--- config.mk ---
export PLATFORM = sky130hd
export DESIGN_NAME = rv_core
export DESIGN_NICKNAME = d
export VERILOG_FILES = /design/src/design/rv_pkg.sv /design/src/design/rv_decode.sv /design/src/design/rv_alu.sv /design/src/design/rv_regfile.sv /design/src/design/rv_control.sv /design/src/design/rv_core.sv
export SDC_FILE = /design/constraint.sdc
export NUM_CORES = 2
export LEC_CHECK = 0
export ABC_CLOCK_PERIOD_IN_PS = 20200
export BUFFER_PORTS_ARGS = -buffer_cell sky130_fd_sc_hd__buf_4
export CORE_ASPECT_RATIO = 1.1
export CORE_MARGIN = 3
export CORE_UTILIZATION = 45
export DETAILED_ROUTE_END_ITERATION = 8
export GPL_ROUTABILITY_DRIVEN = 1
export SYNTH_ARGS = -nofsm -noshare
export SYNTH_HDL_FRONTEND = slang
export SYNTH_SLANG_ARGS = --single-unit
--- constraint.sdc ---
create_clock -name g_clk -period 20.2 [get_ports g_clk]
set_input_delay 4.04 -clock g_clk [delete_from_list [all_inputs] [get_ports g_clk]]
set_output_delay 4.04 -clock g_clk [all_outputs]
set_load 0.02 [all_outputs]
--- src/design/rv_pkg.sv ---
/*
 * Shared widths, opcodes and record types for the RV32I core.
 * Only the integer base set without loads, stores and system ops.
 * The reset PC must be word aligned; the core clears PC bits 1:0.
 */
package rv_pkg;

    // Widths ------------------------------
    localparam int XLEN_W     = 32;             // Data width
    localparam int REG_ADDR_W = 5;              // Register index width

    typedef logic [XLEN_W-1:0]     word_t;      // Data or instruction word
    typedef logic [REG_ADDR_W-1:0] reg_addr_t;  // Register index
    typedef logic [6:0]            opcode_t;    // Major opcode field

    localparam word_t PC_RESET_ADDR = 32'h0000_0100; // First fetch address

    // Opcodes -----------------------------
    localparam opcode_t OPC_OP     = 7'b0110011; // Reg-reg ALU
    localparam opcode_t OPC_OP_IMM = 7'b0010011; // Reg-imm ALU
    localparam opcode_t OPC_LUI    = 7'b0110111;
    localparam opcode_t OPC_AUIPC  = 7'b0010111;
    localparam opcode_t OPC_JAL    = 7'b1101111;
    localparam opcode_t OPC_JALR   = 7'b1100111;
    localparam opcode_t OPC_BRANCH = 7'b1100011; // All six conditional branches

    typedef enum logic [3:0] {
        ALU_ADD, ALU_SUB, ALU_AND, ALU_OR, ALU_XOR,
        ALU_SLL, ALU_SRL, ALU_SRA, ALU_SLT, ALU_SLTU
    } alu_op_e;

    typedef enum logic [2:0] {
        BR_NONE, BR_EQ, BR_NE, BR_LT, BR_GE, BR_LTU, BR_GEU
    } br_op_e;

    // Records -----------------------------
    typedef struct packed {
        reg_addr_t rs1;         // Left source, x0 for LUI
        reg_addr_t rs2;         // Right source
        reg_addr_t rd;          // Destination
        logic      rd_wen;      // Writes rd
        word_t     imm;         // Sign extended immediate
        alu_op_e   alu_op;
        logic      lhs_pc;      // Left operand is the PC
        logic      rhs_imm;     // Right operand is the immediate
        br_op_e    br_op;       // BR_NONE when not a branch
        logic      jal;
        logic      jalr;
        logic      illegal;     // Unknown encoding, retires as no-op
    } decoded_t;

    typedef struct packed {
        word_t     pc;          // PC of the retired instruction
        word_t     instr;       // Raw instruction word
        logic      rd_wen;
        reg_addr_t rd;
        word_t     wdata;       // Value written to rd
        logic      illegal;
    } retire_t;

endpackage

--- src/design/rv_decode.sv ---
/*
 * Combinational RV32I decoder, no state and zero latency.
 * Unknown opcodes, funct7 values and branch funct3 codes are flagged
 * illegal with the register write cleared.
 */
`timescale 1ns/10ps

module rv_decode import rv_pkg::*; (
    input  word_t    instr,     // Instruction register
    output decoded_t dec        // Decoded fields
);

    opcode_t    opcode;
    logic [2:0] funct3;
    logic [6:0] funct7;
    word_t      imm_i, imm_u, imm_j, imm_b;
    alu_op_e    alu_sel;        // Op from funct3, shared by OP and OP_IMM
    logic       f7_ok_op;
    logic       f7_ok_imm;

    assign opcode = instr[6:0];
    assign funct3 = instr[14:12];
    assign funct7 = instr[31:25];

    // Immediates --------------------------
    assign imm_i = {{20{instr[31]}}, instr[31:20]};
    assign imm_u = {instr[31:12], 12'b0};
    assign imm_j = {{12{instr[31]}}, instr[19:12], instr[20], instr[30:21], 1'b0};
    assign imm_b = {{20{instr[31]}}, instr[7], instr[30:25], instr[11:8], 1'b0};

    // Alternate funct7 only for SUB and SRA, SRAI
    assign f7_ok_op  = (funct7 == 7'b0) ||
                       (funct7 == 7'b0100000 && (funct3 == 3'b000 || funct3 == 3'b101));
    assign f7_ok_imm = (funct3 != 3'b001 && funct3 != 3'b101) || (funct7 == 7'b0) ||
                       (funct7 == 7'b0100000 && funct3 == 3'b101);

    always_comb begin
        unique case (funct3)
            3'b000:  alu_sel = (funct7[5] && opcode == OPC_OP) ? ALU_SUB : ALU_ADD;
            3'b001:  alu_sel = ALU_SLL;
            3'b010:  alu_sel = ALU_SLT;
            3'b011:  alu_sel = ALU_SLTU;
            3'b100:  alu_sel = ALU_XOR;
            3'b101:  alu_sel = funct7[5] ? ALU_SRA : ALU_SRL;
            3'b110:  alu_sel = ALU_OR;
            default: alu_sel = ALU_AND;
        endcase
    end

    always_comb begin
        dec         = '0;
        dec.rs1     = instr[19:15];
        dec.rs2     = instr[24:20];
        dec.rd      = instr[11:7];
        dec.imm     = imm_i;            // Most common format
        dec.alu_op  = ALU_ADD;
        dec.br_op   = BR_NONE;
        unique case (opcode)
            OPC_OP: begin
                dec.alu_op  = alu_sel;
                dec.rd_wen  = f7_ok_op;
                dec.illegal = !f7_ok_op;
            end
            OPC_OP_IMM: begin
                dec.alu_op  = alu_sel;
                dec.rhs_imm = 1'b1;
                dec.rd_wen  = f7_ok_imm;
                dec.illegal = !f7_ok_imm;
            end
            OPC_LUI: begin
                dec.rs1     = '0;       // x0 + imm
                dec.imm     = imm_u;
                dec.rhs_imm = 1'b1;
                dec.rd_wen  = 1'b1;
            end
            OPC_AUIPC: begin
                dec.imm     = imm_u;
                dec.lhs_pc  = 1'b1;
                dec.rhs_imm = 1'b1;
                dec.rd_wen  = 1'b1;
            end
            OPC_JAL: begin
                dec.imm     = imm_j;
                dec.jal     = 1'b1;
                dec.rd_wen  = 1'b1;     // Link written by control
            end
            OPC_JALR: begin
                dec.jalr    = 1'b1;
                dec.rd_wen  = 1'b1;
            end
            OPC_BRANCH: begin
                dec.imm = imm_b;
                unique case (funct3)
                    3'b000:  dec.br_op = BR_EQ;
                    3'b001:  dec.br_op = BR_NE;
                    3'b100:  dec.br_op = BR_LT;
                    3'b101:  dec.br_op = BR_GE;
                    3'b110:  dec.br_op = BR_LTU;
                    3'b111:  dec.br_op = BR_GEU;
                    default: dec.illegal = 1'b1; // 010 and 011 unused
                endcase
            end
            default: dec.illegal = 1'b1;         // rd_wen stays low
        endcase
    end

endmodule

--- src/design/rv_alu.sv ---
/*
 * Combinational ALU and branch comparator.
 * Shift amounts come from the low 5 bits of the right operand.
 * The comparator looks at the raw register values, not the operands.
 */
`timescale 1ns/10ps

module rv_alu import rv_pkg::*; (
    input  word_t   lhs,        // Left operand, PC or rs1
    input  word_t   rhs,        // Right operand, imm or rs2
    input  alu_op_e op,
    input  br_op_e  br_op,
    input  word_t   rs1,        // Branch compare sources
    input  word_t   rs2,
    output word_t   res,
    output logic    br_taken
);

    logic [4:0] shamt;
    logic       lt_s;           // Signed less than
    logic       lt_u;           // Unsigned less than
    logic       eq;

    assign shamt = rhs[4:0];

    // Arithmetic and logic ----------------
    always_comb begin
        unique case (op)
            ALU_ADD:  res = lhs + rhs;
            ALU_SUB:  res = lhs - rhs;
            ALU_AND:  res = lhs & rhs;
            ALU_OR:   res = lhs | rhs;
            ALU_XOR:  res = lhs ^ rhs;
            ALU_SLL:  res = lhs << shamt;
            ALU_SRL:  res = lhs >> shamt;
            ALU_SRA:  res = $signed(lhs) >>> shamt;
            ALU_SLT:  res = {{(XLEN_W-1){1'b0}}, $signed(lhs) < $signed(rhs)};
            ALU_SLTU: res = {{(XLEN_W-1){1'b0}}, lhs < rhs};
            default:  res = lhs + rhs;
        endcase
    end

    // Branch decision ---------------------
    assign eq   = (rs1 == rs2);
    assign lt_s = $signed(rs1) < $signed(rs2);
    assign lt_u = rs1 < rs2;

    always_comb begin
        unique case (br_op)
            BR_EQ:   br_taken = eq;
            BR_NE:   br_taken = !eq;
            BR_LT:   br_taken = lt_s;
            BR_GE:   br_taken = !lt_s;
            BR_LTU:  br_taken = lt_u;
            BR_GEU:  br_taken = !lt_u;
            default: br_taken = 1'b0;   // Not a branch
        endcase
    end

endmodule

--- src/design/rv_regfile.sv ---
/*
 * Integer register file, 2 async read ports and 1 write port.
 * x0 reads zero. x1 to x31 power up unknown and are not reset,
 * so software must write them before use.
 */
`timescale 1ns/10ps

module rv_regfile import rv_pkg::*; (
    input  logic      g_clk,
    input  reg_addr_t rs1_addr,
    input  reg_addr_t rs2_addr,
    output word_t     rs1_data,
    output word_t     rs2_data,
    input  logic      wen,      // Write strobe, one cycle
    input  reg_addr_t waddr,
    input  word_t     wdata
);

    word_t regs [1:31];         // No storage for x0

    // Read ports --------------------------
    assign rs1_data = (rs1_addr == '0) ? '0 : regs[rs1_addr];
    assign rs2_data = (rs2_addr == '0) ? '0 : regs[rs2_addr];

    // Write port --------------------------
    always_ff @(posedge g_clk) begin
        if (wen && waddr != '0) begin   // Writes to x0 dropped
            regs[waddr] <= wdata;
        end
    end

endmodule

--- src/design/rv_control.sv ---
/*
 * Control FSM for a multi-cycle core with one instruction in flight.
 * Wishbone classic fetch, then one execute cycle; the retire record
 * is registered on the rd write edge. A fetch error halts the core
 * until reset. PC bits 1:0 are always forced to zero.
 */
`timescale 1ns/10ps

module rv_control import rv_pkg::*; (
    input  logic      g_clk,
    input  logic      rst_n,

    output logic      wb_cyc,       // Wishbone fetch master
    output logic      wb_stb,
    output word_t     wb_adr,
    input  word_t     wb_dat_i,
    input  logic      wb_ack,
    input  logic      wb_err,

    output word_t     instr,        // To decoder
    input  decoded_t  dec,
    input  word_t     rs1_data,     // From register file
    input  word_t     rs2_data,

    output word_t     alu_lhs,
    output word_t     alu_rhs,
    output alu_op_e   alu_op,
    input  word_t     alu_res,
    input  logic      br_taken,

    output logic      rd_wen,       // Register file write port
    output reg_addr_t rd_addr,
    output word_t     rd_wdata,

    output logic      trs_valid,    // Retire record
    output retire_t   trs,
    output logic      fetch_fault
);

    typedef enum logic [1:0] {ST_FETCH, ST_EXECUTE, ST_HALT} state_e;

    state_e  state;
    logic    cyc_q;                 // Bus cycle open
    logic    fault_q;
    logic    trs_valid_q;
    word_t   pc;
    word_t   ir;                    // Instruction register
    retire_t trs_q;
    logic    exec;
    logic    jump;                  // Taken branch or JAL
    word_t   pc_plus4;
    word_t   npc_raw;
    word_t   npc;
    word_t   wdata;

    assign exec = (state == ST_EXECUTE);

    // Datapath selects --------------------
    assign alu_lhs  = dec.lhs_pc  ? pc      : rs1_data;
    assign alu_rhs  = dec.rhs_imm ? dec.imm : rs2_data;
    assign alu_op   = dec.alu_op;

    assign pc_plus4 = pc + 32'd4;
    assign jump     = dec.jal || br_taken;  // br_taken low for non-branches
    assign npc_raw  = dec.jalr ? rs1_data + dec.imm :
                      jump     ? pc + dec.imm       : pc_plus4;
    assign npc      = {npc_raw[XLEN_W-1:2], 2'b00}; // No misaligned PCs

    assign wdata    = (dec.jal || dec.jalr) ? pc_plus4 : alu_res; // Link value

    assign rd_wen   = exec && dec.rd_wen;
    assign rd_addr  = dec.rd;
    assign rd_wdata = wdata;

    // Outputs -----------------------------
    assign wb_cyc      = cyc_q;
    assign wb_stb      = cyc_q;     // Same as cyc, classic single access
    assign wb_adr      = pc;        // Stable while cyc high
    assign instr       = ir;
    assign trs_valid   = trs_valid_q;
    assign trs         = trs_q;
    assign fetch_fault = fault_q;

    // FSM and PC --------------------------
    always_ff @(posedge g_clk) begin
        if (!rst_n) begin
            state       <= ST_FETCH;
            cyc_q       <= 1'b0;
            fault_q     <= 1'b0;
            trs_valid_q <= 1'b0;
            pc          <= PC_RESET_ADDR;
        end else begin
            trs_valid_q <= 1'b0;            // One cycle pulse
            unique case (state)
                ST_FETCH: begin
                    if (!cyc_q) begin
                        cyc_q <= 1'b1;      // Open the fetch
                    end else if (wb_err) begin
                        cyc_q   <= 1'b0;
                        fault_q <= 1'b1;
                        state   <= ST_HALT;
                    end else if (wb_ack) begin
                        cyc_q <= 1'b0;
                        state <= ST_EXECUTE;
                    end
                end
                ST_EXECUTE: begin
                    pc          <= npc;
                    trs_valid_q <= 1'b1;    // Same edge as rd write
                    state       <= ST_FETCH;
                end
                default: state <= ST_HALT;  // Only reset leaves HALT
            endcase
        end
    end

    // Payload -----------------------------
    always_ff @(posedge g_clk) begin
        if (state == ST_FETCH && cyc_q && wb_ack) begin
            ir <= wb_dat_i;
        end
        if (exec) begin
            trs_q.pc      <= pc;
            trs_q.instr   <= ir;
            trs_q.rd_wen  <= dec.rd_wen;
            trs_q.rd      <= dec.rd;
            trs_q.wdata   <= wdata;
            trs_q.illegal <= dec.illegal;
        end
    end

endmodule

--- src/design/rv_core.sv ---
/*
 * RV32I core top level, instruction fetch over Wishbone classic only.
 * No data port, CSRs or interrupts. Writes are never issued, so
 * wb_we is tied low and wb_sel to all bytes.
 */
`timescale 1ns/10ps

module rv_core import rv_pkg::*; (
    input  logic       g_clk,
    input  logic       rst_n,       // Sync, active low
    output logic       wb_cyc,
    output logic       wb_stb,
    output logic       wb_we,
    output logic [3:0] wb_sel,
    output word_t      wb_adr,
    input  word_t      wb_dat_i,
    input  logic       wb_ack,
    input  logic       wb_err,
    output logic       trs_valid,   // One pulse per retired instruction
    output retire_t    trs,
    output logic       fetch_fault  // Sticky until reset
);

    word_t     instr;
    decoded_t  dec;
    word_t     rs1_data, rs2_data;
    word_t     alu_lhs, alu_rhs, alu_res;
    alu_op_e   alu_op;
    logic      br_taken;
    logic      rd_wen;
    reg_addr_t rd_addr;
    word_t     rd_wdata;

    assign wb_we  = 1'b0;           // Read only master
    assign wb_sel = 4'hF;

    rv_control u_control (
        .g_clk, .rst_n,
        .wb_cyc, .wb_stb, .wb_adr, .wb_dat_i, .wb_ack, .wb_err,
        .instr, .dec, .rs1_data, .rs2_data,
        .alu_lhs, .alu_rhs, .alu_op, .alu_res, .br_taken,
        .rd_wen, .rd_addr, .rd_wdata,
        .trs_valid, .trs, .fetch_fault
    );

    rv_decode u_decode (.instr, .dec);

    rv_alu u_alu (
        .lhs(alu_lhs), .rhs(alu_rhs), .op(alu_op), .br_op(dec.br_op),
        .rs1(rs1_data), .rs2(rs2_data), .res(alu_res), .br_taken
    );

    rv_regfile u_regfile (
        .g_clk,
        .rs1_addr(dec.rs1), .rs2_addr(dec.rs2),
        .rs1_data, .rs2_data,
        .wen(rd_wen), .waddr(rd_addr), .wdata(rd_wdata)
    );

endmodule

== After elaboration in Yosys (flattened, before gate mapping) ==
Memory sizes are Yosys's and may differ from the RTL's. A register that Yosys moved wholly into a read port is not among the register bits.
Cells that the tools add are included.

* Memory bits (writable): 992
* Memories: 1
* Bits of input ports: 36
* Bits in registers: 168
* Bits in latches: 0
* Bits in read-only memories: 0
* Logic and storage cells: 131
* Output and inout bits: 144

* Equality and inequality tests: 36
* Div/mod/pow operators: 0
* $lt $le $gt $ge: 4
* Multiply operators: 0
* Add/subtract/negate cells: 5
* Muxes and demuxes: 35
* Bitwise logic cells: 3
* Shift-type cells: 3
* Reductions and logical operators: 32

{| class="wikitable"
|+ Memory list
! name !! words !! bits a word !! read ports !! clocked after memory_dff !! wr ports !! line !! source
|-
| u_regfile.regs || 31 || 32 || 2 || 1 || 1 || rv_regfile.sv:19 || <nowiki>word_t regs [1:31];</nowiki>
|}

{| class="wikitable"
|+ Operators by type and width
! operator !! count
|-
| $pmux W32 S9 || 1
|-
| $mux W32 || 7
|-
| $lt A32 B32 Y1 || 4
|-
| $add A32 B32 Y32 || 3
|-
| $pmux W31 S3 || 1
|-
| $add A32 B3 Y32 const B || 1
|-
| $and A32 B32 Y32 || 1
|-
| $eq A32 B32 Y1 || 1
|-
| $or A32 B32 Y32 || 1
|-
| $shl A32 B5 Y32 || 1
|-
| $shr A32 B5 Y32 || 1
|-
| $sshr A32 B5 Y32 || 1
|-
| $sub A32 B32 Y32 || 1
|-
| $xor A32 B32 Y32 || 1
|-
| $pmux W4 S7 || 1
|-
| $eq A3 B3 Y1 const B || 7
|-
| $eq A7 B6 Y1 const B || 3
|-
| $eq A7 B7 Y1 const B || 3
|-
| $pmux W3 S6 || 1
|-
| $eq A4 B3 Y1 const B || 4
|-
| $eq A7 B5 Y1 const B || 2
|-
| $mux W1 || 13
|-
| $eq A3 B2 Y1 const B || 4
|-
| $logic_not A5 Y1 || 2
|-
| other kinds (29) || 53
|}

== Logic depth before layout (Yosys ltp) ==
* Word-level depth: 10
* Mapped depth: 30

== Hierarchy ==
From an unflattened synthesis, not the netlist that was laid out.

* Cell total of the unflattened synthesis: 5,129
* Area total of the unflattened synthesis: 67,546.0 um2

{| class="wikitable"
|+ By module, submodules not included
! module !! cells each !! area an instance (um2) !! instances
|-
| rv_regfile || 2,601 || 46,498.3 || 1
|-
| rv_control || 1,037 || 10,553.9 || 1
|-
| rv_alu || 1,375 || 9,681.8 || 1
|-
| rv_decode || 109 || 767.0 || 1
|-
| rv_core || 7 || 45.0 || 1
|}

== Least setup slack after synthesis ==
Ideal clock, no wire load.

* Kind: register -> register
* From: reg with a tool-made name
* To: reg u_control.trs_q, in the netlist u_control.trs[32] (data pin)
* Slack: 12.814 ns
* Buffers on the path: 7
* Stages on the path, launching flop included: 25
* Data required time: 19.813 ns
* Data arrival time: 6.999 ns
* Cell sequence: dfxtp_1 > buf_4 > buf_6 > buf_4 > clkbuf_1 > buf_1 > buf_2 > mux4_2 > mux4_2 > mux2i_1 > nor2_1 > a21oi_1 > ha_1 > clkbuf_1 > or3_1 > or2_2 > a31oi_1 > nor4bb_1 > nor2_1 > a21boi_0 > a221oi_1 > nand4_1 > o41ai_1 > nor4_1 > a22oi_1

{| class="wikitable"
|+ RTL lines
! element !! line !! source
|-
| end, declared || rv_control.sv:48 || <nowiki>retire_t trs_q;</nowiki>
|}

==> results.toml <==
[run_status]
status = "finished, violations left"
violations = "max-capacitance violations"

[worst_setup_path]
cp.arrival_ns = 10.68
cp-start-kind = "flip-flop"
critPathKind = "reg2reg"
worstSetupEndpointType = "flip-flop"
required_ns = 20.75
r2r_slack_ns = 10.07
cp_max_fo = 39

[sta]
setup_tns_ns = 0
fmax_mhz = 98.7
setup_viol_count_final = 0
rsz0062_at_grt = "false"
relSlewSlack = 0.000516
maxSlewViolCount = 0
finalCriticalPeriod_ns = 10.13
fin_skew_ns = 0.0449
fin_crit_sh = 0.502
finalHoldViolCount = 0
tightest_slew_ns = 1.49

[floorplanning]
fp.dieW_um = 378
dieHeight_um = 415
core-area_mm2 = 0.151
ioPinCount = 180
die_area_mm2 = 0.157
initial_core_util = 0.455
rows = 149

[power_and_ir_drop]
pwr-share-seq = 0.386
pwr_density_cell_mw_per_mm2 = 104
p_leak_nw = 26.9
switching_share = 0.349
p_clk_frac = 0.311
ir_drop_v = 0.0000784
p_int_mw = 5.22
comb_power_share = 0.302
p_sw_mw = 2.80

[detailed_routing]
ant_nets = 0
routed_wire_length_per_instance_um = 40.1
drt_iter0_markers = 7738
top_layer_used = "met5"
drt-met1-wl_mm = 108
firstDrtPassIters = 8
drt_wl_total_mm = 310
via_per_inst = 7.09
wl_met3_mm = 32.1
wl_met2_mm = 142
drcViolationCount = 0
num_vias = 54800

[logic_synthesis]
synth-compound-area-share = 0.146
yosysTopAreaCell = "edfxtp_1"
netlist_instances = 5507
synth_flop_cell = "edfxtp_1"
ys_types = 116
muxShareOfSynthArea = 0.174
synth_edf_count = 1120
seq_area_frac_synth = 0.503
ys_seq_elements = 1160
synth_area_mm2 = 0.0685
yosys.area_share.simple = 0.0860
synthXorXnorAreaFrac = 0.0116
avgSynthCellArea_um2 = 12.4
ys_warn_count = 0
synthArstFlopShare = 0
synth.top_cells.by_count = "edfxtp_1 (1120), nor2_1 (425), mux4_2 (352)"
yosys.area_share.adder = 0.0354
synthTopCellsByArea = "edfxtp_1 (49%), mux4_2 (12%), mux2i_1 (3.7%)"
synth_top_family_by_area = "multiplexers"
synth.most_common_cell = "edfxtp_1"
synth_top_area_share = 0.491

[place]
hpwl_mm = 208
globalplace.congestion = 1.05
dpl_cell_area_mm2 = 0.0725
port_buffers = 170

[hold_path]
hold_start = "u_control.wb_adr[7]"
worstHoldPathType = "reg2reg"

[job]
drv_cap = 1

[final_layout]
layout-area-overhead-vs-synth_pct = 12.3
final_area_mm2 = 0.0769
post_route_cells_drive_above_1_share = 0.210
final_nets = 5874

[clock_network]
clkTransAtPathRegs_ns = 0.06
cts.sinks = 1160
postCtsHoldBufs = 0
htreeDepth = 4
cts_buffers = 131
tritoncts = "yes"
clock_latency_ns = 0.80
cts_buffer_depth = 3
post_cts_buffers = 0
cts_resized = 0
cts_root_buffer = "clkbuf_16"

[global_routing]
antenna_found_initial = 24
first_global_vias = 52600
grt_max_degree = 139
grt.total_usage = 0.390
overflow = 0
grt_pass1_wl_mm = 426
[registers in the layout, indices dropped and copies added, names as in the netlist, named ones only]
name	flops
u_control.wb_cyc	1
u_control.trs	96
u_control.fetch_fault	1
u_regfile.regs	992
u_control.wb_adr	30
u_control.instr	32
u_control.state	2
u_control.trs_valid	1
[power by group through the flow]
stage               sequential, mW  combinational, mW  clock, mW
global placement              3.15               2.33          0
CTS                           3.10               2.34       2.52
global route                  3.10               2.52       2.62
finish                        3.10               2.42       2.50
floorplan                     3.15               1.33          0
detailed placement            3.15               2.33          0
[layer usage]
layer / vias up / track usage
li1: 22100 / -
met1: 27700 / 0.471
met2: 3951 / 0.610
met3: 1038 / 0.0992
met4: 16 / 0.277
met5: - / 0
[worst max-delay path, cell delays in order, from the launching register on]
cell and delay [ns]:
dfxtp_4 0.77, buf_4 0.80, buf_4 0.76, buf_4 0.73, mux4_2 0.60, mux4_2 0.50
mux2i_1 0.47, nor2_1 0.14, nand2_1 0.12, a21boi_0 0.74, ha_1 0.42, inv_1 0.15
a21oi_1 0.20, nor2_1 0.10, nor2_1 0.09, nor4bb_1 0.29, nor2_1 0.12, buf_4 0.18
a21boi_0 0.83, a221oi_1 0.43, or3_1 0.45, a21oi_1 0.13, a21oi_1 0.10, a31oi_2 0.18
buf_4 0.36
[cell families (layout without fill, tap and decap cells)]
logic type | count (synthesis) | in the layout
adders and majority gates | 192 | 192
muxes | 708 | 708
and+or+nand+nor | 1265 | 1265
other | 2 | 21
AOI/OAI and AO/OA | 1476 | 1476
buffers and inverters | 613 | 848
xor gates and xnor gates | 91 | 91
DFF | 1160 | 1160
[path summary, 6_finish.rpt]
kind,depth (start not counted),endpoint
worst min register to register,2,u_control.wb_adr[7]
worst max-delay path,24,u_regfile.regs[16][29]
worst min-delay path,2,u_control.wb_adr[7]
worst max register to register,24,u_regfile.regs[16][29]
[final cells by class]
class                           count  area (um2)
Multi-Input combinational cell   3741       31700
Timing Repair Buffer              413        3140
Inverter                          199         754
Sequential cell                  1160       34400
Clock buffer                      161        3480
Fill cell                       13000       73700
Antenna cell                       12        30.0
Tap cell                         1963        2460
Clock inverter                     75         936
[layout by cell type, fill, tap and decap left out, types with 32 or more instances in the layout]
cell and n:
a211oi_1 55, a21boi_0 40, a21o_1 61, a21oi_1 320, a22oi_1 49, a31oi_1 44
buf_4 410, clkbuf_16 134, dfxtp_1 37, edfxtp_1 1120, ha_1 189, inv_1 192
mux2_2 77, mux2i_1 251, mux4_2 352, nand2_1 340, nand3_1 107, nand4_1 38
nor2_1 388, nor2_4 33, nor2b_1 34, nor3_1 103, o211ai_1 114, o21a_1 44
o21ai_0 255, o22ai_1 87, or3_1 32, xnor2_1 56, xor2_1 35
[metrics by stage]
stage | power (mW) | util | cells | hold WS, ns | worst slack [ns]
6_report | 8.02 | 0.511 | 7724 | 0.459 | 10.07
5_1_grt | 8.24 | 0.511 | 7714 | 0.480 | 9.58
4_1_cts | 7.95 | 0.510 | 7711 | 0.465 | 10.47
3_5_place_dp | 5.48 | 0.481 | 7475 | 0.452 | 10.52
3_3_place_gp | 5.48 | 0.481 | 7475 | 0.433 | 10.42
2_1_floorplan | 4.48 | - | 5514 | 0.421 | 12.81
No activity file was read; power rests on OpenSTA's default activity.
